`src/include/cart_config.svh`:
```
`ifndef CART_CONFIG_SVH
`define CART_CONFIG_SVH

// Bank numbering and lookup table
`define CART_BANK_W      7
`define CART_TABLE_DEPTH 64

// 8K SDRAM pages above a 13-bit offset
`define CART_ADDR_W      25
`define CART_PAGE_W      12

// Epyx capacitor discharge time in clk32 cycles
`define CART_DISCHARGE   16384

`endif

```
`src/hdl/cart_types_pkg.sv`:
```
`include "cart_config.svh"

package cart_types_pkg;

	// ********************
	// Cartridge ids as found in the CRT header
	// ********************
	typedef enum logic [15:0] {
		CT_GENERIC     = 16'd0,
		CT_OCEAN       = 16'd5,
		CT_EPYX        = 16'd10,
		CT_MAGIC_DESK  = 16'd19,
		CT_EASYFLASH   = 16'd32,
		CT_EASYFLASH_X = 16'd33   // XBank flavour that does not boot in Ultimax
	} cart_type_e;

	// Bank number as stored in the table
	typedef logic [`CART_BANK_W-1:0] bank_t;

	// Expansion port lines are active low on the C64 side
	typedef struct packed {
		logic exrom;
		logic game;
	} lines_t;

endpackage

```
`src/hdl/cart_bus_pkg.sv`:
```
`include "cart_config.svh"

package cart_bus_pkg;

	// ********************
	// Byte written to the IOE window
	// ********************
	typedef union packed {
		struct packed {
			logic [1:0] pad;
			logic [5:0] bank;       // $DE00 bank select
		} ef_bank;
		struct packed {
			logic [4:0] unused;
			logic       boot;       // Boot jumper low keeps GAME low
			logic       exrom_off;
			logic       game_off;
		} ef_ctrl;
	} io_reg_u;

	// SDRAM address bits above the 8K offset
	typedef logic [`CART_PAGE_W-1:0] page_t;

	// ROM banks live at 0x100000 with one 8K page each
	function automatic page_t rom_page(cart_types_pkg::bank_t bank);
		return page_t'({1'b1, bank});
	endfunction

	// Eight RAM banks live at 0x010000
	function automatic page_t ram_page(cart_types_pkg::bank_t bank);
		return page_t'({1'b1, bank[2:0]});
	endfunction

endpackage

```
`src/hdl/cart_if.sv`:
```
// Current mapping state owned by the mode controller
interface bank_map_if;
	import cart_types_pkg::*;

	bank_t  bank_lo;
	bank_t  bank_hi;
	lines_t lines;
	bank_t  iof_bank;
	logic   iof_ena;      // IOF window mapped for reads
	logic   iof_wr_ena;   // IOF window mapped for writes

	modport ctrl (output bank_lo, bank_hi, lines, iof_bank, iof_ena, iof_wr_ena);
	modport map  (input  bank_lo, bank_hi, lines, iof_bank, iof_ena, iof_wr_ena);
endinterface

// One-cycle strobes on the rising edge of the I/O selects
interface io_strobe_if;
	logic ioe_wr;
	logic ioe_rd;
	logic iof_wr;
	logic ioe_stb;
	logic iof_stb;

	modport source (output ioe_wr, ioe_rd, iof_wr, ioe_stb, iof_stb);
	modport sink   (input  ioe_wr, ioe_rd, iof_wr, ioe_stb, iof_stb);
endinterface

```
`src/hdl/addr_translate.sv`:
```
`include "cart_config.svh"

module addr_translate (
	input  logic                    reset_n,
	input  logic                    roml,
	input  logic                    romh,
	input  logic                    iof,
	input  logic                    mem_write,
	input  logic [15:0]             addr_in,
	bank_map_if.map                 map,
	output logic [`CART_ADDR_W-1:0] addr_out,
	output logic                    mem_write_out
);
	import cart_bus_pkg::*;

	localparam int OFS_W = `CART_ADDR_W - `CART_PAGE_W;

	logic ultimax;
	logic cs_iof;

	assign ultimax = map.lines.exrom & ~map.lines.game;
	assign cs_iof  = iof & (mem_write ? map.iof_wr_ena : map.iof_ena);

	// ********************
	// CPU address to SDRAM
	// ********************
	always_comb begin
		// No RAM under ROML in Ultimax so the write is dropped
		mem_write_out = mem_write & ~(roml & ultimax);
		addr_out      = `CART_ADDR_W'(addr_in);

		if (!reset_n) begin
			if (romh && !mem_write)
				addr_out[`CART_ADDR_W-1:OFS_W] = rom_page(map.bank_hi);
			if (roml && !mem_write)
				addr_out = {rom_page(map.bank_lo), addr_in[OFS_W-1:0]};
			if (cs_iof)
				addr_out[`CART_ADDR_W-1:OFS_W] = ram_page(map.iof_bank);   // $DFxx RAM
		end
	end

endmodule

```
`src/hdl/bank_table.sv`:
```
`include "cart_config.svh"

module bank_table (
	input  logic                   clk32,
	input  logic                   cart_loading,
	input  logic                   cart_bank_wr,
	input  logic [15:0]            cart_bank_num,
	input  logic [15:0]            cart_bank_laddr,
	input  logic [15:0]            cart_bank_size,
	input  logic [`CART_ADDR_W-1:0] cart_bank_raddr,
	input  cart_types_pkg::bank_t  rd_bank,
	output cart_types_pkg::bank_t  lo_entry,
	output cart_types_pkg::bank_t  hi_entry,
	output logic [7:0]             bank_cnt
);
	import cart_types_pkg::*;

	localparam int IDX_W = $clog2(`CART_TABLE_DEPTH);

	bank_t            lo_mem [`CART_TABLE_DEPTH];
	bank_t            hi_mem [`CART_TABLE_DEPTH];
	bank_t            raw_page;
	logic [IDX_W-1:0] wr_idx;
	logic             loading_q;

	assign raw_page = cart_bank_raddr[19:13];   // 8K page inside the CRT image
	assign wr_idx   = cart_bank_num[IDX_W-1:0];

	always_ff @(posedge clk32) begin
		loading_q <= cart_loading;
		if (cart_loading && !loading_q)
			bank_cnt <= '0;   // New file
		if (cart_bank_wr) begin
			bank_cnt <= bank_cnt + 8'd1;
			if (cart_bank_num < `CART_TABLE_DEPTH) begin
				if (cart_bank_laddr <= 16'h8000) begin
					lo_mem[wr_idx] <= raw_page;
					// Upper half of a 16K chip packet follows directly
					if (cart_bank_size > 16'h2000)
						hi_mem[wr_idx] <= raw_page + bank_t'(1);
				end else begin
					hi_mem[wr_idx] <= raw_page;   // Loaded at $A000 or $E000
				end
			end
		end
	end

	assign lo_entry = lo_mem[rd_bank[IDX_W-1:0]];
	assign hi_entry = hi_mem[rd_bank[IDX_W-1:0]];

endmodule

```
`src/hdl/cart_mapper.sv`:
```
module cart_mapper (
	input  logic        clk32,
	input  logic        reset_n,
	input  logic        cart_loading,
	input  logic [15:0] cart_id,
	input  logic [7:0]  cart_exrom,
	input  logic [7:0]  cart_game,
	input  logic [15:0] cart_bank_laddr,
	input  logic [15:0] cart_bank_size,
	input  logic [15:0] cart_bank_num,
	input  logic [24:0] cart_bank_raddr,
	input  logic        cart_bank_wr,
	input  logic        roml,
	input  logic        romh,
	input  logic        ioe,
	input  logic        iof,
	input  logic        mem_write,
	input  logic        mem_ce,
	input  logic [15:0] addr_in,
	input  logic [7:0]  data_in,
	output logic        exrom,
	output logic        game,
	output logic        mem_ce_out,
	output logic        mem_write_out,
	output logic        io_rom,
	output logic [24:0] addr_out
);
	import cart_types_pkg::*;

	bank_t rd_bank;
	bank_t lo_entry;
	bank_t hi_entry;

	bank_map_if  map_bus ();
	io_strobe_if strobe_bus ();

	assign exrom = map_bus.lines.exrom;
	assign game  = map_bus.lines.game;

	// ********************
	// Bank table from the CRT loader
	// ********************
	bank_table bank_table_i (
		.clk32           (clk32),
		.cart_loading    (cart_loading),
		.cart_bank_wr    (cart_bank_wr),
		.cart_bank_num   (cart_bank_num),
		.cart_bank_laddr (cart_bank_laddr),
		.cart_bank_size  (cart_bank_size),
		.cart_bank_raddr (cart_bank_raddr),
		.rd_bank         (rd_bank),
		.lo_entry        (lo_entry),
		.hi_entry        (hi_entry),
		.bank_cnt        ()   // Loader diagnostics only
	);

	io_access io_access_i (
		.clk32      (clk32),
		.ioe        (ioe),
		.iof        (iof),
		.mem_write  (mem_write),
		.mem_ce     (mem_ce),
		.strobe     (strobe_bus.source),
		.map        (map_bus.map),
		.mem_ce_out (mem_ce_out),
		.io_rom     (io_rom)
	);

	cart_mode_ctrl cart_mode_ctrl_i (
		.clk32      (clk32),
		.reset_n    (reset_n),
		.cart_id    (cart_type_e'(cart_id)),
		.cart_exrom (cart_exrom),
		.cart_game  (cart_game),
		.ioe        (ioe),
		.roml       (roml),
		.addr_in    (addr_in),
		.data_in    (data_in),
		.lo_entry   (lo_entry),
		.hi_entry   (hi_entry),
		.rd_bank    (rd_bank),
		.strobe     (strobe_bus.sink),
		.map        (map_bus.ctrl)
	);

	addr_translate addr_translate_i (
		.reset_n       (reset_n),
		.roml          (roml),
		.romh          (romh),
		.iof           (iof),
		.mem_write     (mem_write),
		.addr_in       (addr_in),
		.map           (map_bus.map),
		.addr_out      (addr_out),
		.mem_write_out (mem_write_out)
	);

endmodule

```
`src/hdl/cart_mode_ctrl.sv`:
```
module cart_mode_ctrl (
	input  logic                       clk32,
	input  logic                       reset_n,
	input  cart_types_pkg::cart_type_e cart_id,
	input  logic [7:0]                 cart_exrom,
	input  logic [7:0]                 cart_game,
	input  logic                       ioe,
	input  logic                       roml,
	input  logic [15:0]                addr_in,
	input  cart_bus_pkg::io_reg_u      data_in,
	input  cart_types_pkg::bank_t      lo_entry,
	input  cart_types_pkg::bank_t      hi_entry,
	output cart_types_pkg::bank_t      rd_bank,
	io_strobe_if.sink                  strobe,
	bank_map_if.ctrl                   map
);
	import cart_types_pkg::*;

	typedef enum logic {
		ST_BOOT,   // Init values loaded and boot values next
		ST_RUN
	} state_e;

	state_e     state;
	cart_type_e old_id;
	logic [7:0] data_raw;
	logic       is_ef;
	logic       charge;
	logic       expired;

	assign data_raw = data_in;
	assign is_ef    = (cart_id == CT_EASYFLASH) || (cart_id == CT_EASYFLASH_X);

	// Table entry 0 unless the EasyFlash bank register selects another
	assign rd_bank = (is_ef && state == ST_RUN) ? bank_t'(data_in.ef_bank.bank) : '0;

	// Epyx capacitor charged by ROML or IOE activity
	assign charge = (state == ST_BOOT) | roml | ioe | strobe.ioe_rd;

	discharge_timer epyx_cap_i (
		.clk32   (clk32),
		.reload  (charge),
		.expired (expired)
	);

	always_ff @(posedge clk32) begin
		old_id <= cart_id;

		if (reset_n || old_id != cart_id) begin
			state          <= ST_BOOT;
			map.bank_lo    <= '0;
			map.bank_hi    <= '0;
			map.iof_bank   <= '0;
			map.iof_ena    <= 1'b0;
			map.iof_wr_ena <= 1'b0;
			map.lines      <= '{exrom: 1'b1, game: 1'b1};   // Cart invisible
		end else begin
			state <= ST_RUN;

			case (cart_id)
				// ********************
				// Generic 8K, 16K and Ultimax
				// ********************
				CT_GENERIC: begin
					map.lines.exrom <= cart_exrom[0];
					map.lines.game  <= cart_game[0];
					map.bank_lo     <= lo_entry;
					map.bank_hi     <= hi_entry;
				end

				// Ocean type 1 mirrors one bank at $8000 and $A000
				CT_OCEAN: begin
					map.lines <= '{exrom: 1'b0, game: 1'b0};
					if (state == ST_RUN && strobe.ioe_wr) begin
						map.bank_lo <= bank_t'(data_raw[5:0]);
						map.bank_hi <= bank_t'(data_raw[5:0]);
					end
				end

				// Epyx Fastload maps 8K while the capacitor holds
				CT_EPYX: begin
					if (charge)
						map.lines <= '{exrom: 1'b0, game: 1'b1};
					else if (expired)
						map.lines.exrom <= 1'b1;   // Discharged so the cart goes off
				end

				// Magic Desk 8K banks at $8000
				CT_MAGIC_DESK: begin
					if (state == ST_BOOT) begin
						map.lines   <= '{exrom: 1'b0, game: 1'b1};
						map.bank_lo <= '0;
					end else if (strobe.ioe_wr) begin
						map.bank_lo     <= bank_t'(data_raw[3:0]);
						map.lines.exrom <= data_raw[7];   // Bit 7 hides the cart
					end
				end

				// ********************
				// EasyFlash bank at $DE00 and control at $DE02
				// ********************
				CT_EASYFLASH, CT_EASYFLASH_X: begin
					if (state == ST_BOOT) begin
						map.iof_bank    <= '0;
						map.iof_ena     <= 1'b1;   // 256 bytes of RAM at $DF00
						map.iof_wr_ena  <= 1'b1;
						map.lines.exrom <= (cart_id == CT_EASYFLASH);
						map.lines.game  <= 1'b0;
						map.bank_lo     <= lo_entry;
						map.bank_hi     <= hi_entry;
					end else if (strobe.ioe_wr) begin
						if (addr_in[1]) begin
							map.lines.game  <= ~data_in.ef_ctrl.game_off & data_in.ef_ctrl.boot;
							map.lines.exrom <= ~data_in.ef_ctrl.exrom_off;
						end else begin
							map.bank_lo <= lo_entry;
							map.bank_hi <= hi_entry;
						end
					end
				end

				default: begin
					map.lines <= '{exrom: 1'b1, game: 1'b1};   // Unsupported ids stay off the bus
				end
			endcase
		end
	end

endmodule

```
`src/hdl/discharge_timer.sv`:
```
`include "cart_config.svh"

module discharge_timer (
	input  logic clk32,
	input  logic reload,
	output logic expired
);

	logic [14:0] count;

	// Capacitor charged by every access and drained one step per cycle
	always_ff @(posedge clk32) begin
		if (reload)
			count <= 15'(`CART_DISCHARGE);
		else if (count != '0)
			count <= count - 15'd1;
	end

	assign expired = (count == '0);

endmodule

```
`src/hdl/io_access.sv`:
```
module io_access (
	input  logic       clk32,
	input  logic       ioe,
	input  logic       iof,
	input  logic       mem_write,
	input  logic       mem_ce,
	io_strobe_if.source strobe,
	bank_map_if.map    map,
	output logic       mem_ce_out,
	output logic       io_rom
);

	logic ioe_q;
	logic iof_q;
	logic cs_iof;

	always_ff @(posedge clk32) begin
		ioe_q <= ioe;
		iof_q <= iof;
	end

	// ********************
	// Edge strobes
	// ********************
	assign strobe.ioe_stb = ioe & ~ioe_q;
	assign strobe.iof_stb = iof & ~iof_q;

	assign strobe.ioe_wr = strobe.ioe_stb & mem_write;
	assign strobe.ioe_rd = strobe.ioe_stb & ~mem_write;
	assign strobe.iof_wr = strobe.iof_stb & mem_write;

	// IOF goes to SDRAM only when the window is mapped for this direction
	assign cs_iof = iof & (mem_write ? map.iof_wr_ena : map.iof_ena);

	// One extra SDRAM cycle per IOF access for writes and reads alike
	assign mem_ce_out = mem_ce | (cs_iof & (strobe.iof_wr | (strobe.iof_stb & ~mem_write)));

	assign io_rom = map.iof_ena & ~mem_write;   // Relocation flag for the bus

endmodule

```
`config.mk`:
```
export PLATFORM = sky130hd
export DESIGN_NAME = cart_mapper
export DESIGN_NICKNAME = d
export VERILOG_FILES = /design/src/hdl/cart_types_pkg.sv /design/src/hdl/cart_bus_pkg.sv /design/src/hdl/cart_if.sv /design/src/hdl/addr_translate.sv /design/src/hdl/bank_table.sv /design/src/hdl/cart_mapper.sv /design/src/hdl/cart_mode_ctrl.sv /design/src/hdl/discharge_timer.sv /design/src/hdl/io_access.sv
export VERILOG_INCLUDE_DIRS = /design/src /design/src/include
export SDC_FILE = /design/constraint.sdc
export NUM_CORES = 1
export LEC_CHECK = 0
export BUFFER_PORTS_ARGS = -buffer_cell sky130_fd_sc_hd__buf_4
export CAP_MARGIN = 20
export CORE_MARGIN = 4
export CORE_UTILIZATION = 25
export DETAILED_ROUTE_END_ITERATION = 10
export PLACE_DENSITY_LB_ADDON = 0.1
export SETUP_SLACK_MARGIN = 0.02
export SLEW_MARGIN = 30
export SYNTH_ARGS = -nofsm -noshare
export SYNTH_HDL_FRONTEND = slang
export SYNTH_SLANG_ARGS = --single-unit
```
`constraint.sdc`:
```
create_clock -name clk32 -period 3.78 [get_ports clk32]
set_clock_uncertainty 0.05 [all_clocks]
set_input_delay 0 -clock clk32 [delete_from_list [all_inputs] [get_ports clk32]]
set_output_delay 0 -clock clk32 [all_outputs]
set_load 0.005 [all_outputs]
```
Word level (Yosys, flattened, before mapping)
Memories as Yosys holds them, arrays and structs flattened.
Cells that the tools add are included.
Widths: inputs -> output; s select.

word-level totals
  register bits = 51
  latch bits = 0
  bits in writable memories = 896
  ROM bits = 0
  bits of input ports = 139
  output and inout bits = 30
  logic and storage cells = 117
  memories = 2

operators by class
  add/sub/neg operators = 2
  multiply operators = 0
  divide/modulo/power cells = 0
  order comparisons = 3
  equality and inequality tests = 14
  shift operators = 0
  multiplexer cells = 41
  bitwise operators = 27
  reductions and logical operators = 18

memories
  name                 words  bits a word  rd ports  clocked after Yosys merged registers in  wr ports  RTL line          RTL
  bank_table_i.hi_mem  64     7            1         0                                        1         bank_table.sv:21  bank_t hi_mem [`CART_TABLE_DEPTH];
  bank_table_i.lo_mem  64     7            1         0                                        1         bank_table.sv:20  bank_t lo_mem [`CART_TABLE_DEPTH];

operators with widths
  operator               number
  $mux 7                 10
  $eq 16x6->1 const B    2
  $pmux 7 s4             1
  $mux 25                1
  $mux 21                1
  $pmux 7 s3             1
  $mux 1                 20
  $eq 16x3->1 const B    1
  $eq 16x4->1 const B    1
  $eq 16x5->1 const B    1
  $gt 16x14->1 const B   1
  $le 16x16->1 const B   1
  $logic_not 16->1       1
  $lt 16x7->1 const B    1
  $mux 8                 2
  $ne 16x16->1           1
  $logic_not 15->1       1
  $reduce_bool 15->1     1
  $sub 15x1->15 const B  1
  $and 1x1->1            13
  $reduce_and 4->1       3
  $pmux 2 s5             1
  $ne 3x2->1 const B     3
  $not 1->1              8
  15 further kinds       28

Longest topological paths before layout
An unclocked memory read counts as a cell.

  depth in word-level cells = 9
  depth in mapped cells = 13
  mapped depth without buffers = 10

Cells and area by module
From an unflattened synthesis, not the netlist that was laid out.

second synthesis, totals
  cell total of the unflattened synthesis = 2,067
  area total of the unflattened synthesis = 38,841.0 um2

by module, submodules not included
  module           times used  cells each  area each (um2)  seq. area each (um2)
  bank_table       1           1,697       35,619.2         27,166.1
  cart_mode_ctrl   1           211         1,895.6          680.7
  discharge_timer  1           83          775.7            300.3
  addr_translate   1           66          446.7            0.0
  io_access        1           10          103.8            40.0

Least setup slack after synthesis
Ideal clock, no wire load.

  path kind = input to register
  start = input port cart_bank_laddr[3]
  end = memory bank_table_i.hi_mem[0][4] (netlist bit), data pin
  library setup time = 569 ps
  data arrival time = 2,741 ps
  data required time = 3,161 ps
  slack = 420 ps
  stages = 7
  path buffers = 0
  cells stage by stage = nor4_1 -> nand4_1 -> nand2_1 -> nor2_1 -> nor2b_1 -> nand3_1 -> xnor2_1

on the way
  cells in the longest elaborated chain, start to end = 6

RTL lines
  what                          RTL line          RTL
  start: declaration            cart_mapper.sv:8  input logic [15:0] cart_bank_laddr,
  $le 16x16->1                  bank_table.sv:36  if (cart_bank_laddr <= 16'h8000) begin
  $mux 1                        bank_table.sv:36
  $mux 1                        bank_table.sv:35  if (cart_bank_num < `CART_TABLE_DEPTH) begin
  $mux 1                        bank_table.sv:33  if (cart_bank_wr) begin
  $mux 1 (implied by the code)  bank_table.sv:42  hi_mem[wr_idx] <= raw_page;
  $mux 7 (no line)              -
  end: declaration              bank_table.sv:21

Every way passes these cells.

Final worst setup path
  start = register cart_mode_ctrl_i.state
  end = register cart_mode_ctrl_i.map.bank_hi[2]

on the way
  cells in the longest elaborated chain, start to end = 7
  elaborated cells on any way between the ends = 12
  those cells by class = eq/ne (3); mux (5); reduce/logical (3); memory (1)

RTL lines
  what                      RTL line               RTL
  start: declaration        cart_mode_ctrl.sv:24   state_e state;
  start signal: assignment  cart_mode_ctrl.sv:50   state <= ST_BOOT;
  start signal: assignment  cart_mode_ctrl.sv:58   state <= ST_RUN;
  $logic_and 1x1->1         cart_mode_ctrl.sv:35   assign rd_bank = (is_ef && state == ST_RUN) ? bank_t'(data_in.ef_bank.bank) : '0;
  $mux 6                    cart_mode_ctrl.sv:35
  $mem_v2 64x7              -
  $mux 7                    cart_mode_ctrl.sv:112  if (addr_in[1]) begin
  $mux 7                    cart_mode_ctrl.sv:111  end else if (strobe.ioe_wr) begin
  $mux 7                    cart_mode_ctrl.sv:103  if (state == ST_BOOT) begin
  $pmux 7 s3                cart_mode_ctrl.sv:60   case (cart_id)
  end signal: assignment    cart_mode_ctrl.sv:68   map.bank_hi <= hi_entry;
  end signal: assignment    cart_mode_ctrl.sv:110  map.bank_hi <= hi_entry;
  end signal: assignment    cart_mode_ctrl.sv:117  map.bank_hi <= hi_entry;
  end: declaration          cart_if.sv:12          modport ctrl (output bank_lo, bank_hi, lines, iof_bank, iof_ena, iof_wr_ena);

Several ways; a longest one is shown, not always the timed one. The select of a mux whose other input is x is not followed.
A chain may end at the register's enable or synchronous reset.

==> results.cfg <==
[drt]
antenna_left = 0
vias = 25900
drc = 0
drt_first_pass_iters = 7
drt_iter0_markers = 2661
wl_per_cell_um = 31.1
totalWireLength_um = 159000
vias_per_cell = 5.08

[worst_hold_path]
hold_path.class = in -> reg
holdPathStages = 2
min_from = cart_bank_raddr[13]

[worst_setup_path]
crit-reg2reg-launch = cart_mode_ctrl_i.state
critPathKind = reg -> reg
cp.arrival_ns = 4.04
cp_max_fo = 19
r2r_cells = 11
critPathLaunch = cart_mode_ctrl_i.state
endpoint_kind = flop
worstPathRequired_ns = 4.33
cp-start-kind = flop

[global_routing]
antenna_found_initial = 9
grt_pass1_wl_um = 219000
grt_max_degree = 71
grt_usage_pct = 19.2
grt_pass1_vias = 26200
grt-ovfl-total = 0

[synthesis]
synth.yosys.warnings = 0
ys_seq_area_share_pct = 71.7
synth_seq_cells = 947
synth_top_area_share_pct = 69.1
ys.flop_type = edfxtp_1
synthArstFlopShare_pct = 0
syn-cell-area_um2 = 38900
syn_inst = 2706
yosysTopAreaCell = edfxtp_1
synth-edff-count = 896
synth.top_cells.by_area = edfxtp_1 (69%), mux2i_1 (3.0%), nor2_1 (2.8%), dfxtp_1 (2.6%), a21oi_1 (2.0%)
ys_types = 83
syn_area_per_cell_um2 = 14.4

[floorplan]
start_util_pct = 25.2
fp.coreArea_um2 = 154000
die_x_um = 403
std_cell_rows = 144
pin_count = 169
die-area_um2 = 162000
die_y_um = 403

[place]
routabilityCongestion = 0.833
hpwlAfterDp_um = 106000
preCtsSetupSlack_ns = 0.224
post_dp_cell_area_um2 = 43000
portBuffers = 106

[cts]
cts-root-buf = clkbuf_16
clock_latency_ns = 0.73
cts_sinks = 947
numCtsBuffers = 107
cts_buffer_depth = 3
ctsHtreeMaxLevel = 3
clkSlewWorstSetupHoldPaths_ns = 0.06
cts_tree = done
cts_setup_buffers = 0

[finish]
syn_to_final_growth_pct = 21.4
nets = 3101
finalInstanceArea_um2 = 47300
final_cell_mix = edfxtp_1 (896), nor2_1 (287), buf_4 (251), a21oi_1 (155), o21ai_0 (122)
drive_above_1_share_pct = 17.3
final_common_cell = edfxtp_1
fillCellCount = 15300
regArea_um2 = 27900
multi_input_area_um2 = 10100
fin_util_pct = 30.6

[run_status]
violations = hold timing
status = complete, but fails checks

[timing]
setup_tns_ns = 0
fmaxAchievable_mhz = 287
worst_slack_ns = 0.290
slew_viol_final = 0
finalHoldViolCount = 1
setup_viol = 0
slew_headroom_pct = 27.9
finalCriticalPeriod_ns = 3.49
fin_crit_sh_pct = 92.3
tightest_slew_ns = 1.08
holdWs_ns = -0.00543
grt_setup_unrepaired = no

[pwr]
p_leak_nw = 15.4
powerDensity_nw_per_um2 = 490
ir_worst_vdd_uv = 346

[job]
cap_violations = 0
kinds of logic after synthesis:
kind of cell,Yosys count,share of synthesized area [%]
compound gates,670,11.5
xor+xnor,29,0.652
fa+ha+maj,2,0.0643
buf+inv,227,2.60
flops,947,71.7
mux,173,5.44
other cells,1,0.00963
simple gates,657,7.96
power by group:
group | switching [W] | total (W) | internal [W]
clock network | 0.00438 | 0.0105 | 0.00614
logic | 0.000762 | 0.00110 | 0.000334
registers | 0.00000416 | 0.0115 | 0.0115
total | 0.00514 | 0.0231 | 0.0180
worst paths after layout:
check                                         endpoint  slack (ns)
setup / recovery       cart_mode_ctrl_i.map.bank_hi[2]        0.29
hold / removal              bank_table_i.lo_mem[59][0]      -0.005
setup reg to reg       cart_mode_ctrl_i.map.bank_hi[2]        0.29
hold reg to reg   cart_mode_ctrl_i.epyx_cap_i.count[7]        0.42
area by class of cell:
cell class | count | share of cell area (%)
Sequential cell | 947 | 59.1
Clock inverter | 72 | 1.46
Timing Repair Buffer | 342 | 6.39
Inverter | 27 | 0.214
Multi-Input combinational cell | 1535 | 21.4
Antenna cell | 6 | 0.0318
Clock buffer | 129 | 5.99
Tap cell | 2044 | 5.41
registers in the layout, indices dropped and copies added (netlist names):
name,flops
bank_table_i.hi_mem,448
bank_table_i.lo_mem,448
cart_mode_ctrl_i.old_id,16
cart_mode_ctrl_i.epyx_cap_i.count,15
cart_mode_ctrl_i.map.bank_hi,7
cart_mode_ctrl_i.map.bank_lo,7
cart_mode_ctrl_i.map.lines,2
cart_mode_ctrl_i.map.iof_ena,1
cart_mode_ctrl_i.state,1
io_access_i.ioe_q,1
io_access_i.iof_q,1
Yosys cell counts (all sizes together) (46+ instances only):
| master | n |
|---|---|
| a21oi | 155 |
| o221ai | 84 |
| nand3 | 46 |
| buf | 89 |
| o21ai | 124 |
| dfxtp | 51 |
| edfxtp | 896 |
| nand2 | 113 |
| nor3 | 69 |
| o22ai | 74 |
| nor2 | 288 |
| clkbuf | 111 |
| mux2i | 117 |
worst max-delay path: stages, from the launching register on:
cell	delay, ns
dfxtp_1	0.33
or4bb_1	0.48
nor3_4	0.19
buf_12	0.21
nand3_2	0.31
o311ai_0	0.47
buf_4	0.20
a21oi_1	0.06
a21oi_1	0.49
o21ai_0	0.26
a22oi_1	0.19
o21ai_1	0.07
per-stage QoR:
step / cells / power, W
after floorplan: 2709 / 0.0122
after global placement: 4828 / 0.0128
after detailed placement: 4828 / 0.0128
after CTS: 5096 / 0.0234
after global routing: 5099 / 0.0239
final: 5102 / 0.0231
routing by layer:
| layer | share of wire (%) | vias to the layer above | track usage [%] |
|---|---|---|---|
| met4 | 2.3 | 0 | 4.94 |
| met1 | 44 | 13600 | 26.0 |
| met5 | 0 | - | 0 |
| met2 | 48 | 939 | 32.0 |
| li1 | - | 11200 | - |
| met3 | 6.1 | 171 | 3.19 |
what timing repair did:
item                                    in CTS  in global routing
endpoints found under the hold margin      301                  0
endpoints found under the setup margin       0                  1
gates resized for setup                      0                  1
hold buffers                                67                  0
No activity file was read; power rests on OpenSTA's default activity.
